[config.mk]
export PLATFORM = sky130hd
export DESIGN_NAME = misc_regs
export DESIGN_NICKNAME = d
export VERILOG_FILES = /design/src/badge_soc_pkg.sv /design/src/misc_regs.sv
export SDC_FILE = /design/constraint.sdc
export NUM_CORES = 1
export LEC_CHECK = 0
export BUFFER_PORTS_ARGS = -buffer_cell sky130_fd_sc_hd__buf_2
export CAP_MARGIN = 15
export CORE_ASPECT_RATIO = 0.6
export CORE_MARGIN = 2
export CORE_UTILIZATION = 33
export DETAILED_ROUTE_END_ITERATION = 8
export GPL_TIMING_DRIVEN = 0
export PLACE_DENSITY = 0.75
export REMOVE_ABC_BUFFERS = 1
export SLEW_MARGIN = 20
export SYNTH_ARGS = -nofsm -noshare
export SYNTH_HDL_FRONTEND = slang
export SYNTH_SLANG_ARGS = --single-unit
[constraint.sdc]
create_clock -name clk_24mhz -period 1.1 [get_ports clk_24mhz]
set_clock_uncertainty 0.2 [all_clocks]
set_input_delay 0.11 -clock clk_24mhz [delete_from_list [all_inputs] [get_ports clk_24mhz]]
set_output_delay 0.11 -clock clk_24mhz [all_outputs]
set_load 0.03 [all_outputs]
[src/badge_soc_pkg.sv]
package badge_soc_pkg;

    // --------------------
    // Bus geometry
    // --------------------
    localparam int bus_data_width = 32;
    localparam int bus_sel_width  = 4;
    // Word address, byte offset already stripped
    localparam int bus_addr_width = 14;

    // --------------------
    // Address map
    // --------------------
    // Top two address bits pick the region
    localparam int region_msb = 13;
    localparam int region_lsb = 12;

    localparam logic [region_msb-region_lsb:0] region_sram = 2'd0;
    localparam logic [region_msb-region_lsb:0] region_misc = 2'd1;
    // Codes 2 and 3 are unmapped and answer with err

    // SRAM size in words
    localparam int sram_index_width = 10;
    localparam int sram_depth_words = 1 << sram_index_width;

    // --------------------
    // Misc register block
    // --------------------
    localparam int reg_offset_width = 2;

    localparam logic [reg_offset_width-1:0] reg_leds       = 2'd0;
    localparam logic [reg_offset_width-1:0] reg_buttons    = 2'd1;
    localparam logic [reg_offset_width-1:0] reg_irq_status = 2'd2;
    localparam logic [reg_offset_width-1:0] reg_irq_enable = 2'd3;

    // Status LED and button counts
    localparam int led_count    = 3;
    localparam int button_count = 2;

endpackage

[src/misc_regs.sv]
`timescale 1ns/100ps

module misc_regs (
    input  logic                                       clk_24mhz,
    input  logic                                       reset_i,
    input  logic                                       stb_i,
    input  logic                                       we_i,
    input  logic [badge_soc_pkg::reg_offset_width-1:0] adr_i,
    input  logic [badge_soc_pkg::bus_data_width-1:0]   dat_i,
    output logic [badge_soc_pkg::bus_data_width-1:0]   dat_o,
    output logic                                       ack_o,
    input  logic [badge_soc_pkg::button_count-1:0]     buttons_i,
    output logic [badge_soc_pkg::led_count-1:0]        leds_o,
    output logic                                       irq_o
);

    localparam int nb = badge_soc_pkg::button_count;

    logic [nb-1:0] btn_meta;
    logic [nb-1:0] btn_sync;
    logic [nb-1:0] btn_prev;
    logic [nb-1:0] btn_rise;
    logic [nb-1:0] irq_status;
    logic [nb-1:0] irq_enable;
    logic [nb-1:0] status_clr;
    logic          wr_en;
    logic [badge_soc_pkg::bus_data_width-1:0] rd_data;

    assign wr_en = stb_i && we_i && !ack_o;

    // --------------------
    // Button inputs
    // --------------------
    // Two flops against metastability, a third for the edge
    always_ff @(posedge clk_24mhz) begin
        btn_meta <= buttons_i;
        btn_sync <= btn_meta;
        btn_prev <= btn_sync;
    end

    assign btn_rise = btn_sync & ~btn_prev;

    // Write one to clear
    assign status_clr = (wr_en && adr_i == badge_soc_pkg::reg_irq_status) ?
                        dat_i[nb-1:0] : '0;

    always_ff @(posedge clk_24mhz) begin
        if (reset_i) begin
            leds_o     <= '0;
            irq_status <= '0;
            irq_enable <= '0;
            irq_o      <= 1'b0;
            ack_o      <= 1'b0;
        end else begin
            ack_o <= stb_i && !ack_o;
            if (wr_en && adr_i == badge_soc_pkg::reg_leds) begin
                leds_o <= dat_i[badge_soc_pkg::led_count-1:0];
            end
            if (wr_en && adr_i == badge_soc_pkg::reg_irq_enable) begin
                irq_enable <= dat_i[nb-1:0];
            end
            // A fresh edge beats a clear in the same cycle
            irq_status <= (irq_status & ~status_clr) | btn_rise;
            irq_o      <= |(irq_status & irq_enable);
        end
    end

    // --------------------
    // Read back
    // --------------------
    always_comb begin
        rd_data = '0;
        case (adr_i)
            badge_soc_pkg::reg_leds:       rd_data[badge_soc_pkg::led_count-1:0] = leds_o;
            badge_soc_pkg::reg_buttons:    rd_data[nb-1:0] = btn_sync;
            badge_soc_pkg::reg_irq_status: rd_data[nb-1:0] = irq_status;
            default:                       rd_data[nb-1:0] = irq_enable;
        endcase
    end

    always_ff @(posedge clk_24mhz) begin
        dat_o <= rd_data;
    end

    // Without a write the source of a raised irq is still latched and enabled
    irq_has_source: assert property (
        @(posedge clk_24mhz) disable iff (reset_i)
        (irq_o && !$past(wr_en)) |-> |(irq_status & irq_enable));

endmodule

==> reports/metrics.cfg, run 1 <==
[global_route]
grt_util_all_layers=0.1088
global_route.overflow_total=0
maximum_number_of_pins_on_one_net_before_global_route_repair=11
globalRouteMet3Util=0.05581
grt_first_pass_wirelength_um=2359
layer_with_the_highest_usage=met2
grt_use_met2=0.1788
grt_util_met1=0.1225
initial_antenna_violation_count=0
grt_pass1_vias=483

[yosys]
share_of_the_yosys_chip_area_belonging_to_registers=0.4217
async_reset_ff_frac=0
syn-cell-area_um2=854.6
synth.most_common_cell=sky130_fd_sc_hd__buf_4
yosys_warnings=0
most_common_library_cells_after_synthesis=29 x sky130_fd_sc_hd__buf_4, 18 x sky130_fd_sc_hd__dfxtp_1, 12 x sky130_fd_sc_hd__nand2b_1
netlist_top_cells_area=sky130_fd_sc_hd__dfxtp_1 42%, sky130_fd_sc_hd__buf_4 25%, sky130_fd_sc_hd__nand2b_1 8.8%, sky130_fd_sc_hd__mux4_1 6.1%, sky130_fd_sc_hd__mux2i_1 5.9%
yosysTopAreaCellShare=0.4217
syn_inst=81
postSynthAreaPerCell_um2=10.55
synth.ff_latch_count=18
ys.flop_type=sky130_fd_sc_hd__dfxtp_1
yosysTopAreaCell=sky130_fd_sc_hd__dfxtp_1
number_of_synthesized_flops_with_an_enable_pin=0
distinct_cell_type_count_after_synthesis=17

[placement]
gp_congestion=0.7632
place_area_um2=868.3
placed_instances=129
port-buffer-count=18
place_hpwl_um=1045

[sta]
setup_viol_count_final=10
least_setup_slack_across_all_paths_after_layout_ns=-0.1387
timing.final.hold_violations=1
finalMaxSlewViolations=0
min_period_ns=1.239
grt_setup_unrepaired=yes
layout_worst_path_cycle_share=1.126
fin_worst_hold_slack_ns=-0.007546
max_freq_mhz=807.3

[floorplan]
dieArea_um2=3026
rows=14
vertical_extent_of_the_die_um=43.42
core_area_um2=2487
initial_core_util=0.3436
io_pins=77
fp.dieW_um=69.70

[cells_and_area]
final_net_count=156
final-instance-count-excl-fill=147
final_area_um2=1095
drive_gt1_frac=0.3652
final_util=0.4401
area_growth_syn_to_layout_pct=28.11
fillCellCount=244
antennaDiodeCount=0

[cts]
clk_transition_reported_paths_ns=0.07
clock_tree_from_tritoncts=done
cts_sinks=18
clock_path_buffers=2
cts_buffers=3
clock_tree.htree_level_count=1
clockRootBuffer=sky130_fd_sc_hd__clkbuf_8
clk-insertion-delay-late_ns=0.25

[setup_path]
worst_ep_arrival_time_ns=1.22
start_kind=flip-flop
crit_path_end_kind=flip-flop
timing.critical_path.slowest_cell_delay_ns=0.33
path_max_fanout=4
path_delay_family=simple AND/OR/NAND/NOR gates
r2r-start=ack_o
worst_path_class_setup=reg2reg
path_cells=nand3b_1 -> nor3_4 -> mux2i_1
crit_path_top_delay_cell=sky130_fd_sc_hd__dfxtp_2
crit_required_ns=1.08
rr_endpoint=leds_o[0]
worst-r2r-setup-slack_ns=-0.14
critPathBufInv=0
timing.reg2reg.worst_path_depth=3

[route]
avgRoutedWirePerCell_um=10.72
number_of_drc_markers_after_the_initial_detailed_route_iteration=14
totalWireLength_um=1576
drcViolationCount=0
vias=556
antenna_left=0
vias_per_cell=3.782
drt_pass1_iterations=4

[status]
violations=hold timing, setup timing
status=finished with violations

[min_path]
worst_hold_path_stage_count=3
hp-start=reset_i
hold_path_end=leds_o[2]
timing.hold.worst.class=in2reg

[power]
p_leak_nw=0.5239
ir_worst_vdd_v=0.0004634
cell_area_power_density_nw_per_um2=1384

[job]
cap_violations=0

-- worst min-delay path, delay by kind of cell --
family	cells	cell delay (ns)
mux	1	0.06
buf+inv	1	0.13
simple gates	1	0.11
-- timing repair --
item                                    in CTS  in global routing
endpoints found under the setup margin      13                 14
buffers inserted                             5                  0
hold buffers                                 8                  2
resized for setup                           18                  4
pin swaps                                    2                  1
hold endpoints to repair                    12                  5
-- how the worst max path moves through the flow --
stage / start / endpoint / slack, ns / cells after the start
after floorplan: ack_o / irq_enable[0] / -0.23 / 3
after global placement: ack_o / leds_o[0] / -0.15 / 3
after detailed placement: ack_o / leds_o[0] / -0.17 / 3
after CTS: ack_o / leds_o[0] / -0.15 / 3
after global routing: ack_o / leds_o[0] / -0.22 / 3
final: ack_o / leds_o[0] / -0.14 / 3
-- cell usage in the layout, fill, tap and decap left out, drive strengths merged, types with 4 or more instances in the layout --
master / synthesis / layout
buf: 29 / 23
conb: 1 / 29
dlygate4sd3: 0 / 9
mux2i: 5 / 5
nand2b: 12 / 12
dfxtp: 18 / 18
clkbuf: 1 / 4
-- where the power goes --
part | internal (mW) | switching (mW)
Clock | 0.318 | 0.210
Sequential | 0.683 | 0.0131
Combinational | 0.0857 | 0.206
Total | 1.09 | 0.429
-- area by class of cell --
cell class,count,area (µm²),share of cell area
Multi-Input combinational cell,60,385.4,0.3520
Sequential cell,18,371.6,0.3394
Clock buffer,4,55.05,0.05029
Timing Repair Buffer,32,239.0,0.2183
Inverter,1,3.754,0.003429
Tap cell,32,40.04,0.03657
-- state kept, by name, indices dropped and copies added (netlist names) --
name	count
btn_sync	2
irq_status	2
leds_o	3
irq_o	1
btn_prev	2
irq_enable	2
dat_o	3
ack_o	1
btn_meta	2
-- metrics by stage --
stage	setup TNS (ns)	setup WS, ns	power (mW)
2_1_floorplan	-1.476	-0.2294	0.8953
3_3_place_gp	-0.8589	-0.1496	0.9429
3_5_place_dp	-0.9408	-0.1728	0.9451
4_1_cts	-0.7018	-0.1521	1.527
5_1_grt	-1.251	-0.2173	1.593
6_report	-0.6980	-0.1387	1.516
-- cell families (layout without fill, tap and decap cells) --
family | Yosys count | after routing | synth area share
buffers and inverters | 31 | 37 | 0.2635
other | 1 | 29 | 0.004388
and+or+nand+nor | 19 | 19 | 0.1581
muxes | 7 | 7 | 0.1201
DFF | 18 | 18 | 0.4217
AOI/OAI and AO/OA | 5 | 5 | 0.03222
-- metal layers --
layer / wire length (µm) / share of wire
met4: 0 / 0
met1: 684 / 0.43
met3: 107 / 0.068
met5: 0 / 0
met2: 784 / 0.50
Power figures use the tool's default switching activity.
==> run 2: changes to the inputs <==
--- a/config.mk
+++ b/config.mk
@@ -9,10 +9,11 @@
 export CAP_MARGIN = 15
 export CORE_ASPECT_RATIO = 0.6
 export CORE_MARGIN = 2
-export CORE_UTILIZATION = 33
+export CORE_UTILIZATION = 34
+export CTS_BUF_LIST = sky130_fd_sc_hd__clkbuf_8
 export DETAILED_ROUTE_END_ITERATION = 8
 export GPL_TIMING_DRIVEN = 0
-export PLACE_DENSITY = 0.75
+export PLACE_DENSITY = 0.77
 export REMOVE_ABC_BUFFERS = 1
 export SLEW_MARGIN = 20
 export SYNTH_ARGS = -nofsm -noshare
==> reports/metrics.cfg, run 2 (same netlist as run 1, synthesis figures left out) <==
[floorplan]
rows=14
dieArea_um2=2944
initial_core_util=0.3485
io_pins=77
core_area_um2=2452
vertical_extent_of_the_die_um=42.84
fp.dieW_um=68.72

[power]
sequential_group_share_of_total_power=0.462
ir_worst_vdd_v=0.0005633
part_of_the_power_in_combinational_logic=0.187
p_leak_nw=0.5111
internal_portion_of_total_power_mw=1.080
netSwitchingPower_mw=0.4262
power.share.switching=0.2829
share_clk_of_total_power=0.350
cell_area_power_density_nw_per_um2=1388

[global_route]
grt_first_pass_wirelength_um=2145
grt_pass1_vias=483
initial_antenna_violation_count=0
global_route.overflow_total=0
maximum_number_of_pins_on_one_net_before_global_route_repair=11
grt_util_all_layers=0.1062

[placement]
place_hpwl_um=981.3
gp_congestion=0.7319
port-buffer-count=18
dp_worst_setup_slack_ns=-0.1871
placed_instances=129

[cts]
clk_transition_reported_paths_ns=0.07
clock_tree.htree_level_count=1
clock_path_buffers=2
cts_sinks=18
clock_tree_from_tritoncts=done
clockRootBuffer=sky130_fd_sc_hd__clkbuf_8
cts_buffers=3
clk-insertion-delay-late_ns=0.25

[route]
totalWireLength_um=1388
vias=540
number_of_drc_markers_after_the_initial_detailed_route_iteration=16
avgRoutedWirePerCell_um=9.639
drt_pass1_iterations=4
antenna_left=0
drcViolationCount=0
vias_per_cell=3.750

[cells_and_area]
area_growth_syn_to_layout_pct=26.94
drive_gt1_frac=0.3482
final-instance-count-excl-fill=144
final_net_count=153
largest_registers=dat_o: 3 flops, leds_o: 3 flops
mostFrequentLayoutCell=sky130_fd_sc_hd__conb_1
layout_common_cells=29 x sky130_fd_sc_hd__conb_1, 14 x sky130_fd_sc_hd__buf_2, 12 x sky130_fd_sc_hd__nand2b_1
fillCellCount=229
antennaDiodeCount=0
final_util=0.4423

[setup_path]
setup.worst_path.start=ack_o
rr_endpoint=leds_o[2]
timing.reg2reg.worst_path_depth=3
worst-r2r-setup-slack_ns=-0.14
start_kind=flip-flop
worst_path_class_setup=reg2reg
crit_path_end_kind=flip-flop
critPathCapture=leds_o[2]
r2r-start=ack_o
crit_required_ns=1.08
worst_ep_arrival_time_ns=1.22
path_max_fanout=4

[status]
violations=setup timing
status=finished with violations

[sta]
layout_worst_path_cycle_share=1.128
fin_worst_hold_slack_ns=0.01195
setup_viol_count_final=9
grt_setup_unrepaired=yes
least_setup_slack_across_all_paths_after_layout_ns=-0.1407
timing.final.hold_violations=0
max_freq_mhz=806.0
finalMaxSlewViolations=0
min_period_ns=1.241

[job]
cap_violations=0

[min_path]
timing.hold.worst.class=in2reg
worst_hold_path_stage_count=3

==> run 2: cell types whose count changed in the layout (fill, tap and decap cells not counted) <==
| cell | change |
|---|---|
| sky130_fd_sc_hd__clkbuf_4 | +1 |
| sky130_fd_sc_hd__nor3b_1 | -1 |
| sky130_fd_sc_hd__dfxtp_4 | +1 |
| sky130_fd_sc_hd__dfxtp_2 | -3 |
| sky130_fd_sc_hd__nor3b_2 | +1 |
| sky130_fd_sc_hd__o21ai_1 | -1 |
| sky130_fd_sc_hd__o21ai_2 | +1 |
| sky130_fd_sc_hd__dfxtp_1 | +2 |
| sky130_fd_sc_hd__buf_4 | -5 |
| sky130_fd_sc_hd__buf_6 | +1 |
==> run 2: metrics by stage <==
step                cell area [µm²]  TNS, ns  total power, mW
floorplan                     738.2   -1.476           0.8953
global placement              868.3  -0.8135           0.9411
detailed placement            868.3   -1.004           0.9446
CTS                            1065  -0.7860            1.524
global route                   1085   -1.280            1.579
finish                         1085  -0.6852            1.506
==> run 2: power by group through the flow <==
stage	logic, mW	registers (mW)	clock network (mW)
after detailed placement	0.236	0.709	0
final	0.282	0.696	0.528
after floorplan	0.169	0.726	0
after global placement	0.234	0.707	0
after CTS	0.277	0.698	0.550
after global routing	0.302	0.698	0.578
==> run 2: final cells by class <==
cell class,instances,area [µm²],area share
multi-input cells,60,394.1,0.3633
repair buffers,29,220.2,0.2030
flip-flops and latches,18,371.6,0.3426
inverters,1,3.754,0.003460
well taps,32,40.04,0.03691
clock buffers,4,55.05,0.05075
==> run 2: worst max-delay path: stages (launching register included) <==
cell and delay (ns):
sky130_fd_sc_hd__dfxtp_2 0.33, sky130_fd_sc_hd__nand3b_1 0.19, sky130_fd_sc_hd__nor3_4 0.23, sky130_fd_sc_hd__mux2i_1 0.22
==> run 2: timing repair <==
| item | CTS | global route |
|---|---|---|
| hold endpoints to repair | 12 | 0 |
| setup endpoints to repair | 13 | 15 |
| hold buffers | 9 | 0 |
| cloned | 0 | 0 |
| gates resized for setup | 16 | 7 |
| pin swaps | 5 | 1 |
| buffers inserted | 2 | 0 |
==> run 2: how the worst min path moves through the flow <==
| stage | startpoint | to | slack (ns) |
|---|---|---|---|
| finish | reset_i | leds_o[0] | 0.01 |
| global route | reset_i | irq_enable[0] | 0.04 |
| CTS | reset_i | leds_o[1] | 0.002 |
| detailed placement | buttons_i[0] | btn_meta[0] | 0.01 |
| global placement | buttons_i[0] | btn_meta[0] | 0.01 |
| floorplan | buttons_i[0] | btn_meta[0] | -0.06 |
==> run 2: per-layer routing <==
layer  global-route usage  part of all wire  vias to the layer above
li1                     -                 -                      268
met1               0.1332              0.43                      250
met2               0.1558              0.49                       20
met3              0.05570             0.069                        2
met4              0.03529             0.013                        0
met5                    0                 0                        -
==> run 3: changes to the inputs <==
==> config.mk (replaced) <==
export PLATFORM = sky130hd
export DESIGN_NAME = misc_regs
export DESIGN_NICKNAME = d
export VERILOG_FILES = /design/src/badge_soc_pkg.sv /design/src/misc_regs.sv
export SDC_FILE = /design/constraint.sdc
export NUM_CORES = 1
export LEC_CHECK = 0
export CAP_MARGIN = 20
export CORE_MARGIN = 2
export CORE_UTILIZATION = 45
export CTS_BUF_LIST = sky130_fd_sc_hd__clkbuf_8
export DETAILED_ROUTE_END_ITERATION = 8
export DONT_BUFFER_PORTS = 1
export GPL_TIMING_DRIVEN = 0
export REMOVE_ABC_BUFFERS = 1
export SLEW_MARGIN = 20
export SYNTH_ARGS = -nofsm -noshare
export SYNTH_HDL_FRONTEND = slang
export SYNTH_SLANG_ARGS = --single-unit
==> reports/metrics.cfg, run 3 (same netlist as run 1, synthesis figures left out) <==
[route]
drt_pass1_iterations=2
number_of_drc_markers_after_the_initial_detailed_route_iteration=2
vias=465
totalWireLength_um=1171
antenna_left=0
avgRoutedWirePerCell_um=10.18
drcViolationCount=0
vias_per_cell=4.043

[sta]
final.setup.tns_ns=-1.173
setup_viol_count_final=9
min_period_ns=1.294
grt_setup_unrepaired=yes
finalMaxSlewViolations=0
max_freq_mhz=773.0
timing.final.hold_violations=11
layout_worst_path_cycle_share=1.176
least_setup_slack_across_all_paths_after_layout_ns=-0.1937
fin_worst_hold_slack_ns=-0.2750

[cells_and_area]
final_area_um2=923.4
largest_registers=dat_o: 3 flops, leds_o: 3 flops
final-instance-count-excl-fill=115
antennaDiodeCount=0
layout_common_cells=29 x sky130_fd_sc_hd__conb_1, 14 x sky130_fd_sc_hd__dfxtp_1, 12 x sky130_fd_sc_hd__nand2b_1
mostFrequentLayoutCell=sky130_fd_sc_hd__conb_1
drive_gt1_frac=0.1778
final_net_count=131
area_growth_syn_to_layout_pct=8.053

[status]
status=finished with violations
violations=hold timing, setup timing

[placement]
place_area_um2=769.5
port-buffer-count=0
gp_congestion=0.7252
place_hpwl_um=876.8
placed_instances=104

[cts]
clock_path_buffers=2
hold_buffers=6
clockRootBuffer=sky130_fd_sc_hd__clkbuf_8
clock_tree_from_tritoncts=done
clk-insertion-delay-late_ns=0.25
clock_tree.htree_level_count=1
cts_sinks=18
clk_transition_reported_paths_ns=0.07
cts_buffers=3

[setup_path]
worst_path_class_setup=reg2reg
crit_path_end_kind=flip-flop
worst_ep_arrival_time_ns=1.27
crit_required_ns=1.08
path_max_fanout=4
start_kind=flip-flop

[power]
sequential_group_share_of_total_power=0.494
internal_portion_of_total_power_mw=1.045
share_clk_of_total_power=0.363
cell_area_power_density_nw_per_um2=1563
part_of_the_power_in_combinational_logic=0.144
p_leak_nw=0.4077
ir_worst_vdd_v=0.0007082
power.share.switching=0.2760
netSwitchingPower_mw=0.3984

[floorplan]
core_area_um2=1764
rows=15
io_pins=77
initial_core_util=0.4844
dieArea_um2=2264
fp.dieW_um=47.58
vertical_extent_of_the_die_um=47.58

[global_route]
grt_util_all_layers=0.1170
initial_antenna_violation_count=0
grt_first_pass_wirelength_um=1807
maximum_number_of_pins_on_one_net_before_global_route_repair=13
grt_pass1_vias=455
global_route.overflow_total=0

[min_path]
timing.hold.worst.class=in2reg

[job]
cap_violations=0

-- run 3: cell count changes in the layout (fill, tap and decap cells not counted) --
cell                            previous run  this run
sky130_fd_sc_hd__dfxtp_4                   1         3
sky130_fd_sc_hd__dlygate4sd3_1             9         6
sky130_fd_sc_hd__clkbuf_4                  1         0
sky130_fd_sc_hd__buf_2                    14         0
sky130_fd_sc_hd__nor3b_2                   1         0
sky130_fd_sc_hd__dfxtp_1                  11        14
sky130_fd_sc_hd__dfxtp_2                   6         1
sky130_fd_sc_hd__buf_6                     4         1
sky130_fd_sc_hd__buf_4                     1         0
sky130_fd_sc_hd__nor3b_1                   1         2
-- run 3: cell type report --
cell class	count	area [µm²]
inverters	1	3.754
repair buffers	7	71.32
multi-input cells	60	389.1
flip-flops and latches	18	372.9
well taps	25	31.28
fillers	158	840.8
clock buffers	4	55.05
-- run 3: power groups by stage --
stage | Combinational [mW] | Clock, mW | Sequential [mW]
after detailed placement | 0.173 | 0 | 0.731
after global routing | 0.224 | 0.563 | 0.716
after global placement | 0.172 | 0 | 0.730
final | 0.207 | 0.524 | 0.713
after CTS | 0.205 | 0.533 | 0.715
after floorplan | 0.169 | 0 | 0.726
-- run 3: repair_timing --
action / CTS / global route
setup endpoints to repair: 11 / 11
buffers inserted: 1 / 0
pin swaps: 4 / 0
hold endpoints to repair: 14 / 11
gates resized for setup: 10 / 4
-- run 3: metal layers --
metal  routed length, µm  share of wire  up-vias  track usage
met5                   0              0        -            0
met4                   0              0        0      0.03243
met3                  99          0.085        0      0.06038
met2                 567           0.48       32       0.1892
met1                 505           0.43      208       0.1369
li1                    -              -      225            -
-- run 3: worst paths after layout --
path | from | to | slack, ns | cells past startpoint
max | ack_o | leds_o[0] | -0.19 | 3
min | adr_i[1] | dat_o[2] | -0.27 | 1
max reg2reg | ack_o | leds_o[0] | -0.19 | 3
min reg2reg | btn_meta[0] | btn_sync[0] | 0.13 | 0
-- run 3: critical path, cell delays in order (launching register included) --
cell and delay, ns:
sky130_fd_sc_hd__dfxtp_4 0.39, sky130_fd_sc_hd__nand3b_1 0.20, sky130_fd_sc_hd__nor3_4 0.23, sky130_fd_sc_hd__mux2i_1 0.21
-- run 3: metrics by stage --
stage	setup slack [ns]	utilization	total power [mW]	hold WS [ns]
after floorplan	-0.2294	-	0.8953	-0.06228
after global placement	-0.3095	0.4362	0.9021	-0.06224
after detailed placement	-0.3220	0.4362	0.9039	-0.06224
after CTS	-0.2077	0.5227	1.452	-0.2807
after global routing	-0.3037	0.5234	1.503	-0.2848
final	-0.1937	0.5234	1.443	-0.2750
